### config.mk
export PLATFORM = sky130hd
export DESIGN_NAME = kmeans_engine
export DESIGN_NICKNAME = d
export VERILOG_FILES = /design/src/source/kmeans_pkg.sv /design/src/source/centroid_if.sv /design/src/source/point_buffer.sv /design/src/source/nearest_center.sv /design/src/source/centroid_accumulator.sv /design/src/source/centroid_divider.sv /design/src/source/iteration_control.sv /design/src/source/kmeans_engine.sv
export SDC_FILE = /design/constraint.sdc
export NUM_CORES = 2
export LEC_CHECK = 0
export BUFFER_PORTS_ARGS = -buffer_cell sky130_fd_sc_hd__buf_4
export CORE_MARGIN = 10
export CORE_UTILIZATION = 59
export DETAILED_ROUTE_END_ITERATION = 8
export GPL_ROUTABILITY_DRIVEN = 0
export PLACE_DENSITY = 0.85
export RECOVER_POWER = 50
export SETUP_SLACK_MARGIN = 0.02
export SYNTH_ARGS = -nofsm -noshare
export SYNTH_HDL_FRONTEND = slang
export SYNTH_SLANG_ARGS = --single-unit
### constraint.sdc
create_clock -name clk -period 11.3 [get_ports clk]
set_input_delay 1.13 -clock clk [delete_from_list [all_inputs] [get_ports clk]]
set_output_delay 1.13 -clock clk [all_outputs]
set_load 0.005 [all_outputs]
### src/source/kmeans_pkg.sv
package kmeans_pkg;

	// one coordinate, unsigned
	localparam int COORD_W = 8;

	// points are 3-D
	localparam int DIM = 3;

	// per-center point counter, covers the largest point set
	localparam int COUNT_W = 12;

	// a coordinate sum can hold 2**COUNT_W full-scale coordinates
	localparam int ACC_W = COORD_W + COUNT_W;

	typedef logic [COORD_W-1:0] coord_t;

	// index 0 is x in the low bits, then y, then z
	typedef coord_t [DIM-1:0] point_t;

	typedef logic [ACC_W-1:0] acc_t;

	typedef logic [COUNT_W-1:0] count_t;

	// single-cycle command requests
	typedef enum logic [1:0] {
		op_nop,
		op_load_center,
		op_divide,
		op_new_iteration
	} op_e;

	// iteration controller
	typedef enum logic [1:0] {
		st_idle,
		st_drain,
		st_divide,
		st_update
	} ctrl_state_e;

endpackage

### src/source/centroid_if.sv
`timescale 1ns/100ps

// sums and count of one center, picked by the divider
interface centroid_if #(
	parameter int NUM_CENTERS = 4,
	localparam int IDX_W = (NUM_CENTERS > 1) ? $clog2(NUM_CENTERS) : 1
);
	import kmeans_pkg::*;

	// center being divided
	logic [IDX_W-1:0] sel_index;

	// accumulated coordinates of that center
	acc_t sum_x;
	acc_t sum_y;
	acc_t sum_z;

	// points assigned to it
	count_t count;

	modport acc (input sel_index, output sum_x, output sum_y, output sum_z, output count);

	modport div (output sel_index, input sum_x, input sum_y, input sum_z, input count);

endinterface

### src/source/point_buffer.sv
`timescale 1ns/100ps

module point_buffer #(
	parameter int CREDITS = 4,
	localparam int PTR_W = (CREDITS > 1) ? $clog2(CREDITS) : 1,
	localparam int CNT_W = $clog2(CREDITS + 1)
) (
	input  logic clk,
	input  logic rst,
	input  logic in_valid,
	input  kmeans_pkg::point_t in_point,
	input  logic pop,
	output logic out_valid,
	output kmeans_pkg::point_t out_point,
	output logic empty,
	output logic credit
);
	import kmeans_pkg::*;

	point_t mem [CREDITS];
	logic [PTR_W-1:0] wr_ptr;
	logic [PTR_W-1:0] rd_ptr;
	logic [CNT_W-1:0] fill;
	logic push;
	logic do_pop;

	// wrap for depths that are not a power of two
	function automatic logic [PTR_W-1:0] next_ptr(logic [PTR_W-1:0] ptr);
		return (ptr == PTR_W'(CREDITS - 1)) ? '0 : ptr + 1'b1;
	endfunction

	assign empty = (fill == '0);
	assign do_pop = pop && !empty;

	// full never coincides with in_valid while the source honours its credits
	assign push = in_valid && (fill != CNT_W'(CREDITS));

	// popped point goes straight to the distance pipeline
	assign out_valid = do_pop;
	assign out_point = mem[rd_ptr];

	// one slot freed, one credit back
	assign credit = do_pop;

	always_ff @(posedge clk) begin
		if (rst) begin
			wr_ptr <= '0;
			rd_ptr <= '0;
			fill <= '0;
		end else begin
			if (push)
				wr_ptr <= next_ptr(wr_ptr);
			if (do_pop)
				rd_ptr <= next_ptr(rd_ptr);
			case ({push, do_pop})
				2'b10: fill <= fill + 1'b1;
				2'b01: fill <= fill - 1'b1;
				default: fill <= fill;
			endcase
		end
	end

	// storage
	always_ff @(posedge clk) begin
		if (push)
			mem[wr_ptr] <= in_point;
	end

endmodule

### src/source/nearest_center.sv
`timescale 1ns/100ps

module nearest_center #(
	parameter int NUM_CENTERS = 4,
	localparam int IDX_W = (NUM_CENTERS > 1) ? $clog2(NUM_CENTERS) : 1
) (
	input  logic clk,
	input  logic rst,
	input  logic in_valid,
	input  kmeans_pkg::point_t in_point,
	input  kmeans_pkg::point_t centers [NUM_CENTERS],
	output logic out_valid,
	output logic [IDX_W-1:0] out_index,
	output kmeans_pkg::point_t out_point,
	output logic idle
);
	import kmeans_pkg::*;

	// three squared 8-bit differences
	localparam int DIST_W = 2 * COORD_W + 2;

	logic s1_valid;
	point_t s1_point;
	logic [DIST_W-1:0] s1_dist [NUM_CENTERS];
	logic [IDX_W-1:0] best_idx;
	logic [DIST_W-1:0] best_dist;

	// squared euclidean distance
	function automatic logic [DIST_W-1:0] sq_dist(point_t a, point_t b);
		logic [DIST_W-1:0] total;
		coord_t diff;
		total = '0;
		for (int d = 0; d < DIM; d++) begin
			diff = (a[d] > b[d]) ? a[d] - b[d] : b[d] - a[d];
			total = total + DIST_W'(diff) * DIST_W'(diff);
		end
		return total;
	endfunction

	// stage one, distance to every center
	always_ff @(posedge clk) begin
		s1_point <= in_point;
		for (int i = 0; i < NUM_CENTERS; i++)
			s1_dist[i] <= sq_dist(in_point, centers[i]);
	end

	// minimum search, strict compare so a tie stays on the lower index
	always_comb begin
		best_idx = '0;
		best_dist = s1_dist[0];
		for (int i = 1; i < NUM_CENTERS; i++) begin
			if (s1_dist[i] < best_dist) begin
				best_idx = IDX_W'(i);
				best_dist = s1_dist[i];
			end
		end
	end

	// stage two, winner and its point
	always_ff @(posedge clk) begin
		out_index <= best_idx;
		out_point <= s1_point;
	end

	always_ff @(posedge clk) begin
		if (rst) begin
			s1_valid <= 1'b0;
			out_valid <= 1'b0;
		end else begin
			s1_valid <= in_valid;
			out_valid <= s1_valid;
		end
	end

	// nothing left in flight
	assign idle = !s1_valid && !out_valid;

endmodule

### src/source/centroid_accumulator.sv
`timescale 1ns/100ps

module centroid_accumulator #(
	parameter int NUM_CENTERS = 4,
	localparam int IDX_W = (NUM_CENTERS > 1) ? $clog2(NUM_CENTERS) : 1
) (
	input  logic clk,
	input  logic rst,
	input  logic add_valid,
	input  logic [IDX_W-1:0] add_index,
	input  kmeans_pkg::point_t add_point,
	input  logic clear_acc,
	centroid_if.acc rd
);
	import kmeans_pkg::*;

	// coordinate sums, second index is the coordinate
	acc_t sums [NUM_CENTERS][DIM];

	// points per center
	count_t counts [NUM_CENTERS];

	always_ff @(posedge clk) begin
		if (rst || clear_acc) begin
			// new iteration starts from empty clusters
			for (int i = 0; i < NUM_CENTERS; i++) begin
				counts[i] <= '0;
				for (int d = 0; d < DIM; d++)
					sums[i][d] <= '0;
			end
		end else if (add_valid) begin
			counts[add_index] <= counts[add_index] + 1'b1;
			for (int d = 0; d < DIM; d++)
				sums[add_index][d] <= sums[add_index][d] + ACC_W'(add_point[d]);
		end
	end

	// read side for the divider
	assign rd.sum_x = sums[rd.sel_index][0];
	assign rd.sum_y = sums[rd.sel_index][1];
	assign rd.sum_z = sums[rd.sel_index][2];
	assign rd.count = counts[rd.sel_index];

endmodule

### src/source/centroid_divider.sv
`timescale 1ns/100ps

module centroid_divider #(
	parameter int NUM_CENTERS = 4,
	localparam int IDX_W = (NUM_CENTERS > 1) ? $clog2(NUM_CENTERS) : 1
) (
	input  logic clk,
	input  logic rst,
	input  logic div_start,
	centroid_if.div rd,
	input  kmeans_pkg::point_t old_centers [NUM_CENTERS],
	output logic mean_valid,
	output logic [IDX_W-1:0] mean_index,
	output kmeans_pkg::point_t mean,
	output logic div_done
);
	import kmeans_pkg::*;

	localparam int DIM_W = $clog2(DIM);
	localparam int STEP_W = $clog2(ACC_W);

	typedef enum logic [2:0] {d_idle, d_load, d_shift, d_emit, d_done} div_state_e;

	div_state_e state;
	logic [IDX_W-1:0] center_idx;
	logic [DIM_W-1:0] coord_idx;
	logic [STEP_W-1:0] step;
	acc_t quo;
	count_t rem;
	point_t mean_reg;
	acc_t numer;
	logic [COUNT_W:0] rem_shift;
	logic fits;
	acc_t quo_next;
	count_t rem_next;

	assign rd.sel_index = center_idx;

	// dividend of the current coordinate
	always_comb begin
		case (coord_idx)
			DIM_W'(0): numer = rd.sum_x;
			DIM_W'(1): numer = rd.sum_y;
			default: numer = rd.sum_z;
		endcase
	end

	// one restoring step, quotient bit enters at the bottom
	always_comb begin
		rem_shift = {rem, quo[ACC_W-1]};
		fits = (rem_shift >= {1'b0, rd.count});
		quo_next = {quo[ACC_W-2:0], fits};
		rem_next = fits ? COUNT_W'(rem_shift - {1'b0, rd.count}) : rem_shift[COUNT_W-1:0];
	end

	always_ff @(posedge clk) begin
		if (rst) begin
			state <= d_idle;
			center_idx <= '0;
			coord_idx <= '0;
		end else begin
			case (state)
				d_idle: begin
					if (div_start) begin
						center_idx <= '0;
						coord_idx <= '0;
						state <= d_load;
					end
				end
				// empty cluster skips all three divisions
				d_load: state <= (rd.count == '0) ? d_emit : d_shift;
				d_shift: begin
					if (step == STEP_W'(ACC_W - 1)) begin
						if (coord_idx == DIM_W'(DIM - 1)) begin
							coord_idx <= '0;
							state <= d_emit;
						end else begin
							coord_idx <= coord_idx + 1'b1;
							state <= d_load;
						end
					end
				end
				d_emit: begin
					if (center_idx == IDX_W'(NUM_CENTERS - 1)) begin
						state <= d_done;
					end else begin
						center_idx <= center_idx + 1'b1;
						state <= d_load;
					end
				end
				default: state <= d_idle;
			endcase
		end
	end

	// datapath
	always_ff @(posedge clk) begin
		case (state)
			d_load: begin
				quo <= numer;
				rem <= '0;
				step <= '0;
				// no points, the center stays where it was
				if (rd.count == '0)
					mean_reg <= old_centers[center_idx];
			end
			d_shift: begin
				quo <= quo_next;
				rem <= rem_next;
				step <= step + 1'b1;
				// floor mean never exceeds a coordinate
				if (step == STEP_W'(ACC_W - 1))
					mean_reg[coord_idx] <= quo_next[COORD_W-1:0];
			end
			default: ;
		endcase
	end

	assign mean_valid = (state == d_emit);
	assign mean_index = center_idx;
	assign mean = mean_reg;
	assign div_done = (state == d_done);

endmodule

### src/source/iteration_control.sv
`timescale 1ns/100ps

module iteration_control #(
	parameter int NUM_CENTERS = 4,
	parameter int THRESHOLD = 2,
	localparam int IDX_W = (NUM_CENTERS > 1) ? $clog2(NUM_CENTERS) : 1
) (
	input  logic clk,
	input  logic rst,
	input  logic op_valid,
	input  kmeans_pkg::op_e op,
	input  logic [IDX_W-1:0] op_index,
	input  kmeans_pkg::point_t op_center,
	input  logic buf_empty,
	input  logic pipe_idle,
	input  logic mean_valid,
	input  logic [IDX_W-1:0] mean_index,
	input  kmeans_pkg::point_t mean,
	input  logic div_done,
	input  logic [IDX_W-1:0] read_index,
	output logic accept_points,
	output logic div_start,
	output logic clear_acc,
	output kmeans_pkg::point_t centers [NUM_CENTERS],
	output logic busy,
	output logic iter_done,
	output logic iter_stable,
	output kmeans_pkg::point_t read_center
);
	import kmeans_pkg::*;

	ctrl_state_e state;
	point_t means [NUM_CENTERS];
	logic all_stable;
	logic mean_stable;

	// strictly inside the tolerance band
	function automatic logic near(coord_t a, coord_t b);
		coord_t diff;
		diff = (a > b) ? a - b : b - a;
		return diff < THRESHOLD;
	endfunction

	// incoming mean against the center it replaces
	always_comb begin
		mean_stable = 1'b1;
		for (int d = 0; d < DIM; d++) begin
			if (!near(mean[d], centers[mean_index][d]))
				mean_stable = 1'b0;
		end
	end

	always_ff @(posedge clk) begin
		if (rst) begin
			state <= st_idle;
			all_stable <= 1'b0;
			for (int i = 0; i < NUM_CENTERS; i++) begin
				centers[i] <= '0;
				means[i] <= '0;
			end
		end else begin
			case (state)
				// commands only taken while not busy
				st_idle: begin
					if (op_valid) begin
						case (op)
							op_load_center: centers[op_index] <= op_center;
							op_divide: state <= st_drain;
							op_new_iteration: state <= st_update;
							default: ;
						endcase
					end
				end
				// queued points still flow in until buffer and pipeline are empty
				st_drain: begin
					if (buf_empty && pipe_idle) begin
						all_stable <= 1'b1;
						state <= st_divide;
					end
				end
				st_divide: begin
					if (mean_valid) begin
						means[mean_index] <= mean;
						if (!mean_stable)
							all_stable <= 1'b0;
					end
					if (div_done)
						state <= st_idle;
				end
				// means become the centers, sums clear on the same edge
				st_update: begin
					for (int i = 0; i < NUM_CENTERS; i++)
						centers[i] <= means[i];
					state <= st_idle;
				end
				default: state <= st_idle;
			endcase
		end
	end

	// readback port, one cycle behind read_index
	always_ff @(posedge clk) begin
		read_center <= centers[read_index];
	end

	assign busy = (state != st_idle);
	assign accept_points = (state == st_idle) || (state == st_drain);
	assign div_start = (state == st_drain) && buf_empty && pipe_idle;
	assign clear_acc = (state == st_update);
	assign iter_done = (state == st_divide) && div_done;
	assign iter_stable = iter_done && all_stable;

endmodule

### src/source/kmeans_engine.sv
`timescale 1ns/100ps

module kmeans_engine #(
	parameter int NUM_CENTERS = 4,
	parameter int THRESHOLD = 2,
	parameter int CREDITS = 4,
	localparam int IDX_W = (NUM_CENTERS > 1) ? $clog2(NUM_CENTERS) : 1
) (
	input  logic clk,
	input  logic rst,
	input  logic point_valid,
	input  kmeans_pkg::point_t point,
	output logic point_credit,
	input  logic op_valid,
	input  kmeans_pkg::op_e op,
	input  logic [IDX_W-1:0] op_index,
	input  kmeans_pkg::point_t op_center,
	output logic busy,
	output logic assign_valid,
	output logic [IDX_W-1:0] assign_index,
	output logic iter_done,
	output logic iter_stable,
	input  logic [IDX_W-1:0] read_index,
	output kmeans_pkg::point_t read_center
);
	import kmeans_pkg::*;

	// buffer to pipeline
	logic pop_valid;
	point_t pop_point;
	logic buf_empty;
	logic accept_points;
	logic pipe_idle;

	// pipeline to accumulator
	point_t assign_point;

	// center array shared by pipeline, divider and controller
	point_t centers [NUM_CENTERS];

	// divide run
	logic div_start;
	logic clear_acc;
	logic mean_valid;
	logic [IDX_W-1:0] mean_index;
	point_t mean;
	logic div_done;

	centroid_if #(.NUM_CENTERS(NUM_CENTERS)) sums_if ();

	point_buffer #(.CREDITS(CREDITS)) point_buffer_i (
		.clk(clk),
		.rst(rst),
		.in_valid(point_valid),
		.in_point(point),
		.pop(accept_points),
		.out_valid(pop_valid),
		.out_point(pop_point),
		.empty(buf_empty),
		.credit(point_credit)
	);

	nearest_center #(.NUM_CENTERS(NUM_CENTERS)) nearest_center_i (
		.clk(clk),
		.rst(rst),
		.in_valid(pop_valid),
		.in_point(pop_point),
		.centers(centers),
		.out_valid(assign_valid),
		.out_index(assign_index),
		.out_point(assign_point),
		.idle(pipe_idle)
	);

	centroid_accumulator #(.NUM_CENTERS(NUM_CENTERS)) centroid_accumulator_i (
		.clk(clk),
		.rst(rst),
		.add_valid(assign_valid),
		.add_index(assign_index),
		.add_point(assign_point),
		.clear_acc(clear_acc),
		.rd(sums_if.acc)
	);

	centroid_divider #(.NUM_CENTERS(NUM_CENTERS)) centroid_divider_i (
		.clk(clk),
		.rst(rst),
		.div_start(div_start),
		.rd(sums_if.div),
		.old_centers(centers),
		.mean_valid(mean_valid),
		.mean_index(mean_index),
		.mean(mean),
		.div_done(div_done)
	);

	iteration_control #(
		.NUM_CENTERS(NUM_CENTERS),
		.THRESHOLD(THRESHOLD)
	) iteration_control_i (
		.clk(clk),
		.rst(rst),
		.op_valid(op_valid),
		.op(op),
		.op_index(op_index),
		.op_center(op_center),
		.buf_empty(buf_empty),
		.pipe_idle(pipe_idle),
		.mean_valid(mean_valid),
		.mean_index(mean_index),
		.mean(mean),
		.div_done(div_done),
		.read_index(read_index),
		.accept_points(accept_points),
		.div_start(div_start),
		.clear_acc(clear_acc),
		.centers(centers),
		.busy(busy),
		.iter_done(iter_done),
		.iter_stable(iter_stable),
		.read_center(read_center)
	);

endmodule

; Word level (Yosys, flattened, before mapping)
; Memories as Yosys holds them, arrays and structs flattened. A register that Yosys moved wholly into a read port is not among the register bits.
; Index checks and enable logic that the tools add are counted.
[classes]
add_sub_neg = 50
multipliers = 12
order_cmp = 28
n_eq_ne = 30
mux = 97
bitwise = 3
reduce_logical = 38
[ops]
columns = operator, n
row1 = 8-bit subtractor, 30
row2 = 8-bit by 8-bit multiplier with 16-bit output, 12
row3 = 24-bit two-way mux, 8
row4 = 96-bit two-way mux, 2
row5 = 96-bit case mux with 2 select lines, 1
row6 = 8-bit two-way mux, 16
row7 = 8-bit > comparator, 15
row8 = 24-bit binary-select mux with 2-bit select, 2
row9 = 96-bit bitwise mux, 1
row10 = 20-bit case mux with 2 select lines, 2
row11 = 18-bit by 16-bit adder with 18-bit output, 4
row12 = 16-bit by 16-bit adder with 17-bit output, 4
row13 = 20-bit by 8-bit adder with 20-bit output, 3
row14 = 60-bit two-way mux, 1
row15 = 60-bit OR reduction, 1
row16 = 18-bit < comparator, 3
row17 = 24-bit demux with 2-bit select, 1
row18 = 24-bit case mux with 2 select lines, 1
row19 = 2-bit two-way mux, 19
row20 = 18-bit two-way mux, 2
row21 = 1-bit two-way mux, 25
row22 = 24-bit bitwise mux, 1
row23 = 8-bit by 2-bit < comparator with 1-bit output (second input constant), 3
row24 = 12-bit two-way mux, 2
row25 = 43 further kinds, 99
[word_totals]
register_bits = 250
ramBits = 552
input_bits = 58
out_inout_bits = 31
word_cells = 302
memories = 5
[memory_table]
columns = memory, words, width, read_ports, rd_clocked_by_memory_dff, wr, line
row1 = centroid_accumulator_i.sums, 4, 60, 2, 1, 4, centroid_accumulator.sv:18  ; acc_t sums [NUM_CENTERS][DIM];
row2 = iteration_control_i.means, 4, 24, 4, 0, 4, iteration_control.sv:33  ; point_t means [NUM_CENTERS];
row3 = point_buffer_i.mem, 4, 24, 1, 1, 1, point_buffer.sv:20  ; point_t mem [CREDITS];
row4 = nearest_center_i.s1_dist, 4, 18, 4, 0, 4, nearest_center.sv:24  ; logic [DIST_W-1:0] s1_dist [NUM_CENTERS];
row5 = centroid_accumulator_i.counts, 4, 12, 2, 1, 4, centroid_accumulator.sv:21  ; count_t counts [NUM_CENTERS];

; Logic depth before layout (Yosys ltp)
[depth]
ltp_word = 13
ltp_mapped = 48
ltp_nobuf = 46

; Hierarchy
; A second synthesis with hierarchy kept.
[hier_totals]
cells_unflattened = 6672
hier_area_um2 = 69854.5
[modules_own_cells]
columns = mod, n_inst, cells_each, area_each_um2, seq_area_each_um2
row1 = nearest_center, 1, 3853, 34256.6, 2482.4
row2 = centroid_accumulator, 1, 1077, 15499.9, 8648.3
row3 = iteration_control, 1, 1078, 11408.4, 5345.1
row4 = centroid_divider, 1, 485, 4732.0, 1971.9
row5 = point_buffer, 1, 179, 3957.5, 3062.9

; Least setup slack after synthesis
; OpenSTA, ideal clock, no wires.
[synth_path]
path_kind = register to register
startpoint = register with a tool-made name
endpoint = memory nearest_center_i.s1_dist[2][17] (netlist bit)
arrival_time_ps = 11602
t_required_ps = 11182
slack_ps = -420
stages_incl_launch_ff = 45
n_path_buf = 5
path_cell_list = dfxtp_1 -> clkbuf_1 -> buf_1 -> mux4_2 -> ha_1 -> clkbuf_1 -> nand4_2 -> or2_2 -> clkbuf_1 -> a311oi_1 -> nand2_1 -> o31ai_1 -> a31oi_1 -> xor2_1 -> clkbuf_1 -> nand2_1 -> inv_1 -> fa_1 -> [... 9 more ...] -> ha_1 -> a21oi_1 -> xnor2_1 -> fa_1 -> fa_1 -> inv_1 -> fa_1 -> inv_1 -> fa_1 -> inv_1 -> ha_1 -> a21boi_0 -> o21ai_0 -> a211oi_1 -> nor3_1 -> o41ai_1 -> a21oi_1 -> xnor2_1
[synth_rtl]
columns = element, line
row1 = end: declaration, nearest_center.sv:24

==> qor.yml <==
run_status:
  outcome: "finished, violations left"
  violations: "DRC, capacitance limit, slew limit"
detailed_routing:
  wl_per_cell_um: 24.5
  routed_wl_mm: 211
  drtIter0Drc: 7182
  viasPerCell: 6.48
  post-route-drc-count: 21
  drt-pass1-iter-count: 9
  vias: 55800
  ant_nets: 0
worst_setup_path:
  cp_max_fo: 7
  cp_slowest_cell: "mux4_2"
  required_ns: 11.90
  endpoint_kind: "flip-flop"
  critPathMaxStageDelay_ns: 0.66
  path_common_cell: "fa_1"
  critical_path_arrival_ns: 11.89
  crit_type: "flip-flop to flip-flop"
  start_kind: "flip-flop"
place:
  io_buffers: 88
  dp_hpwl_mm: 149
  dp_cells: 8398
  place_ws_ns: -0.279
logic_synthesis:
  synth_nets: 7979
  avgSynthCellArea_um2: 10.2
  synthCells: 6723
  ys_ff_latch: 806
  synth_flop_cell: "edfxtp_1"
  synth_top_area_share_pct: 23.6
  yosysUniqueCellTypes: 95
  synthTopCellsByCount: "inv_1 (1106), ha_1 (698), nor2_1 (659), edfxtp_1 (541), fa_1 (500)"
  synthTopCellsByArea: "edfxtp_1 (24%), fa_1 (15%), ha_1 (13%), dfxtp_1 (7.7%), mux4_2 (6.9%)"
  yosysWarnings: 0
  synth_edf_count: 541
  synth_most_common_cell: "inv_1"
  synth_area_um2: 68900
  synth_top_area_cell: "edfxtp_1"
  synthArstFlopShare_pct: 0
  yosysSeqAreaShare_pct: 31.3
global_routing:
  first_global_vias: 56700
  grt_pass1_wl_mm: 313
  grt_usage_pct: 30.3
  overflow: 0
  grt_start_max_net_pins: 103
  grt_antenna_before_repair: 27
final_layout:
  drive_gt1_share_pct: 15.5
  nFillCells: 7692
  final_nets: 8265
  syn2layout_area_growth_pct: 12.5
  largest_register: "centroid_accumulator_i.sums"
  stdcell_count: 8611
  largest_register_ffs: 240
floorplanning:
  core_um2: 116000
  io-pin-count: 89
  dieArea_um2: 131000
  initial_core_util_pct: 59.4
  std_cell_rows: 125
  die_w_um: 362
  die_y_um: 362
cts:
  tritoncts: "done"
  htreeDepth: 3
  cts_buffers: 82
  clock-sinks: 806
  clkTransAtPathRegs_ns: 0.07
  clockBufferDepth: 3
  clk_latency_ns: 0.71
  clockRootBuffer: "clkbuf_16"
run:
  maxCapViolCount: 6
timing:
  max_slew_margin_pct: -149
  clock_skew_ns: 0.0624
  hold_ws_ns: 0.318
  fin_crit_sh_pct: 99.9
  timing.setup.tns_ns: 0
  worstMarginPinSlew_ns: 3.73
  fmax_mhz: 88.6
  fin_ws_ns: 0.00821
  setup_viol: 0
  hold_violations: 0
  slew_violations: 180
  fin_crit_ns: 11.29
  rsz0062_at_grt: "yes"
hold_path:
  min_path_type: "flip-flop to flip-flop"
==> per-stage QoR <==
stage               util, %  instance area (um^2)
global route           66.7                 77500
global placement       62.8                 72900
detailed placement     62.8                 72900
finish                 66.8                 77500
floorplan                 -                 68900
CTS                    65.5                 76000
==> area by class of cell <==
class | count | area [um^2] | area share (%)
diodes | 9 | 22.5 | 0.0291
well taps | 1524 | 1910 | 2.46
clock inverters | 54 | 774 | 1.00
inverters | 1110 | 4180 | 5.39
flip-flops and latches | 806 | 21600 | 27.8
clock buffers | 99 | 2200 | 2.84
multi-input cells | 4586 | 43700 | 56.4
repair buffers | 423 | 3130 | 4.04
==> cell usage in the layout, fill, tap and decap left out, types with 49 or more instances in the layout <==
master	count
inv_1	1099
ha_1	672
nor2_1	650
edfxtp_1	541
fa_1	491
buf_4	376
a21oi_1	299
nand2_1	283
dfxtp_1	259
nand3_1	216
mux4_2	212
xnor2_1	181
o21ai_0	153
and2_1	124
a22oi_1	98
xor2_1	95
nor3_1	87
clkbuf_16	83
a21o_1	72
mux2i_1	71
nor2b_1	54
nand2b_1	51
or2_2	50
nand4_1	49
==> critical path, delay by kind of cell (launching register included) <==
kind	cells	cell delay (ns)
compound gates	12	2.55
simple gates	2	0.16
xor+xnor	3	0.51
buf+inv	10	1.17
flops	1	0.37
mux	1	0.66
fa+ha+maj	13	5.78
==> routing by layer <==
metal | wire length, um | GRT usage [%] | vias up
li1 | - | - | 23600
met1 | 68200 | 33.9 | 26600
met2 | 97000 | 49.5 | 4263
met3 | 27500 | 9.03 | 1333
met4 | 18600 | 21.1 | 26
met5 | 183 | 0 | -
==> final timing paths <==
| path | cells past startpoint | startpoint | slack (ns) | to |
|---|---|---|---|---|
| max | 41 | flip-flop | 0.008 | nearest_center_i.s1_dist[2][17] |
| min | 0 | nearest_center_i.s1_point[12] | 0.32 | nearest_center_i.out_point[12] |
| max reg2reg | 41 | flip-flop | 0.008 | nearest_center_i.s1_dist[2][17] |
| min reg2reg | 0 | nearest_center_i.s1_point[12] | 0.32 | nearest_center_i.out_point[12] |
==> cells by family after synthesis <==
logic type	Yosys count	share of synthesized area, %
adder cells (fa/ha/maj)	1198	27.2
XOR/XNOR	312	4.06
AO/OA/AOI/OAI	999	9.38
buffers and inverters	1331	7.37
AND/OR/NAND/NOR	1739	11.9
flip-flops	806	31.3
multiplexers	338	8.84
==> timing repair <==
action | in CTS | in global routing
pin swaps | 2 | 118
hold buffers | 0 | 0
setup endpoints to repair | 14 | 33
gates resized for setup | 29 | 239
setup buffers | 3 | 48
gates cloned | 0 | 0
Power is left out: the tool's default activity adds up to more than one toggle a clock period on the data nets, which glitch-free logic cannot reach.
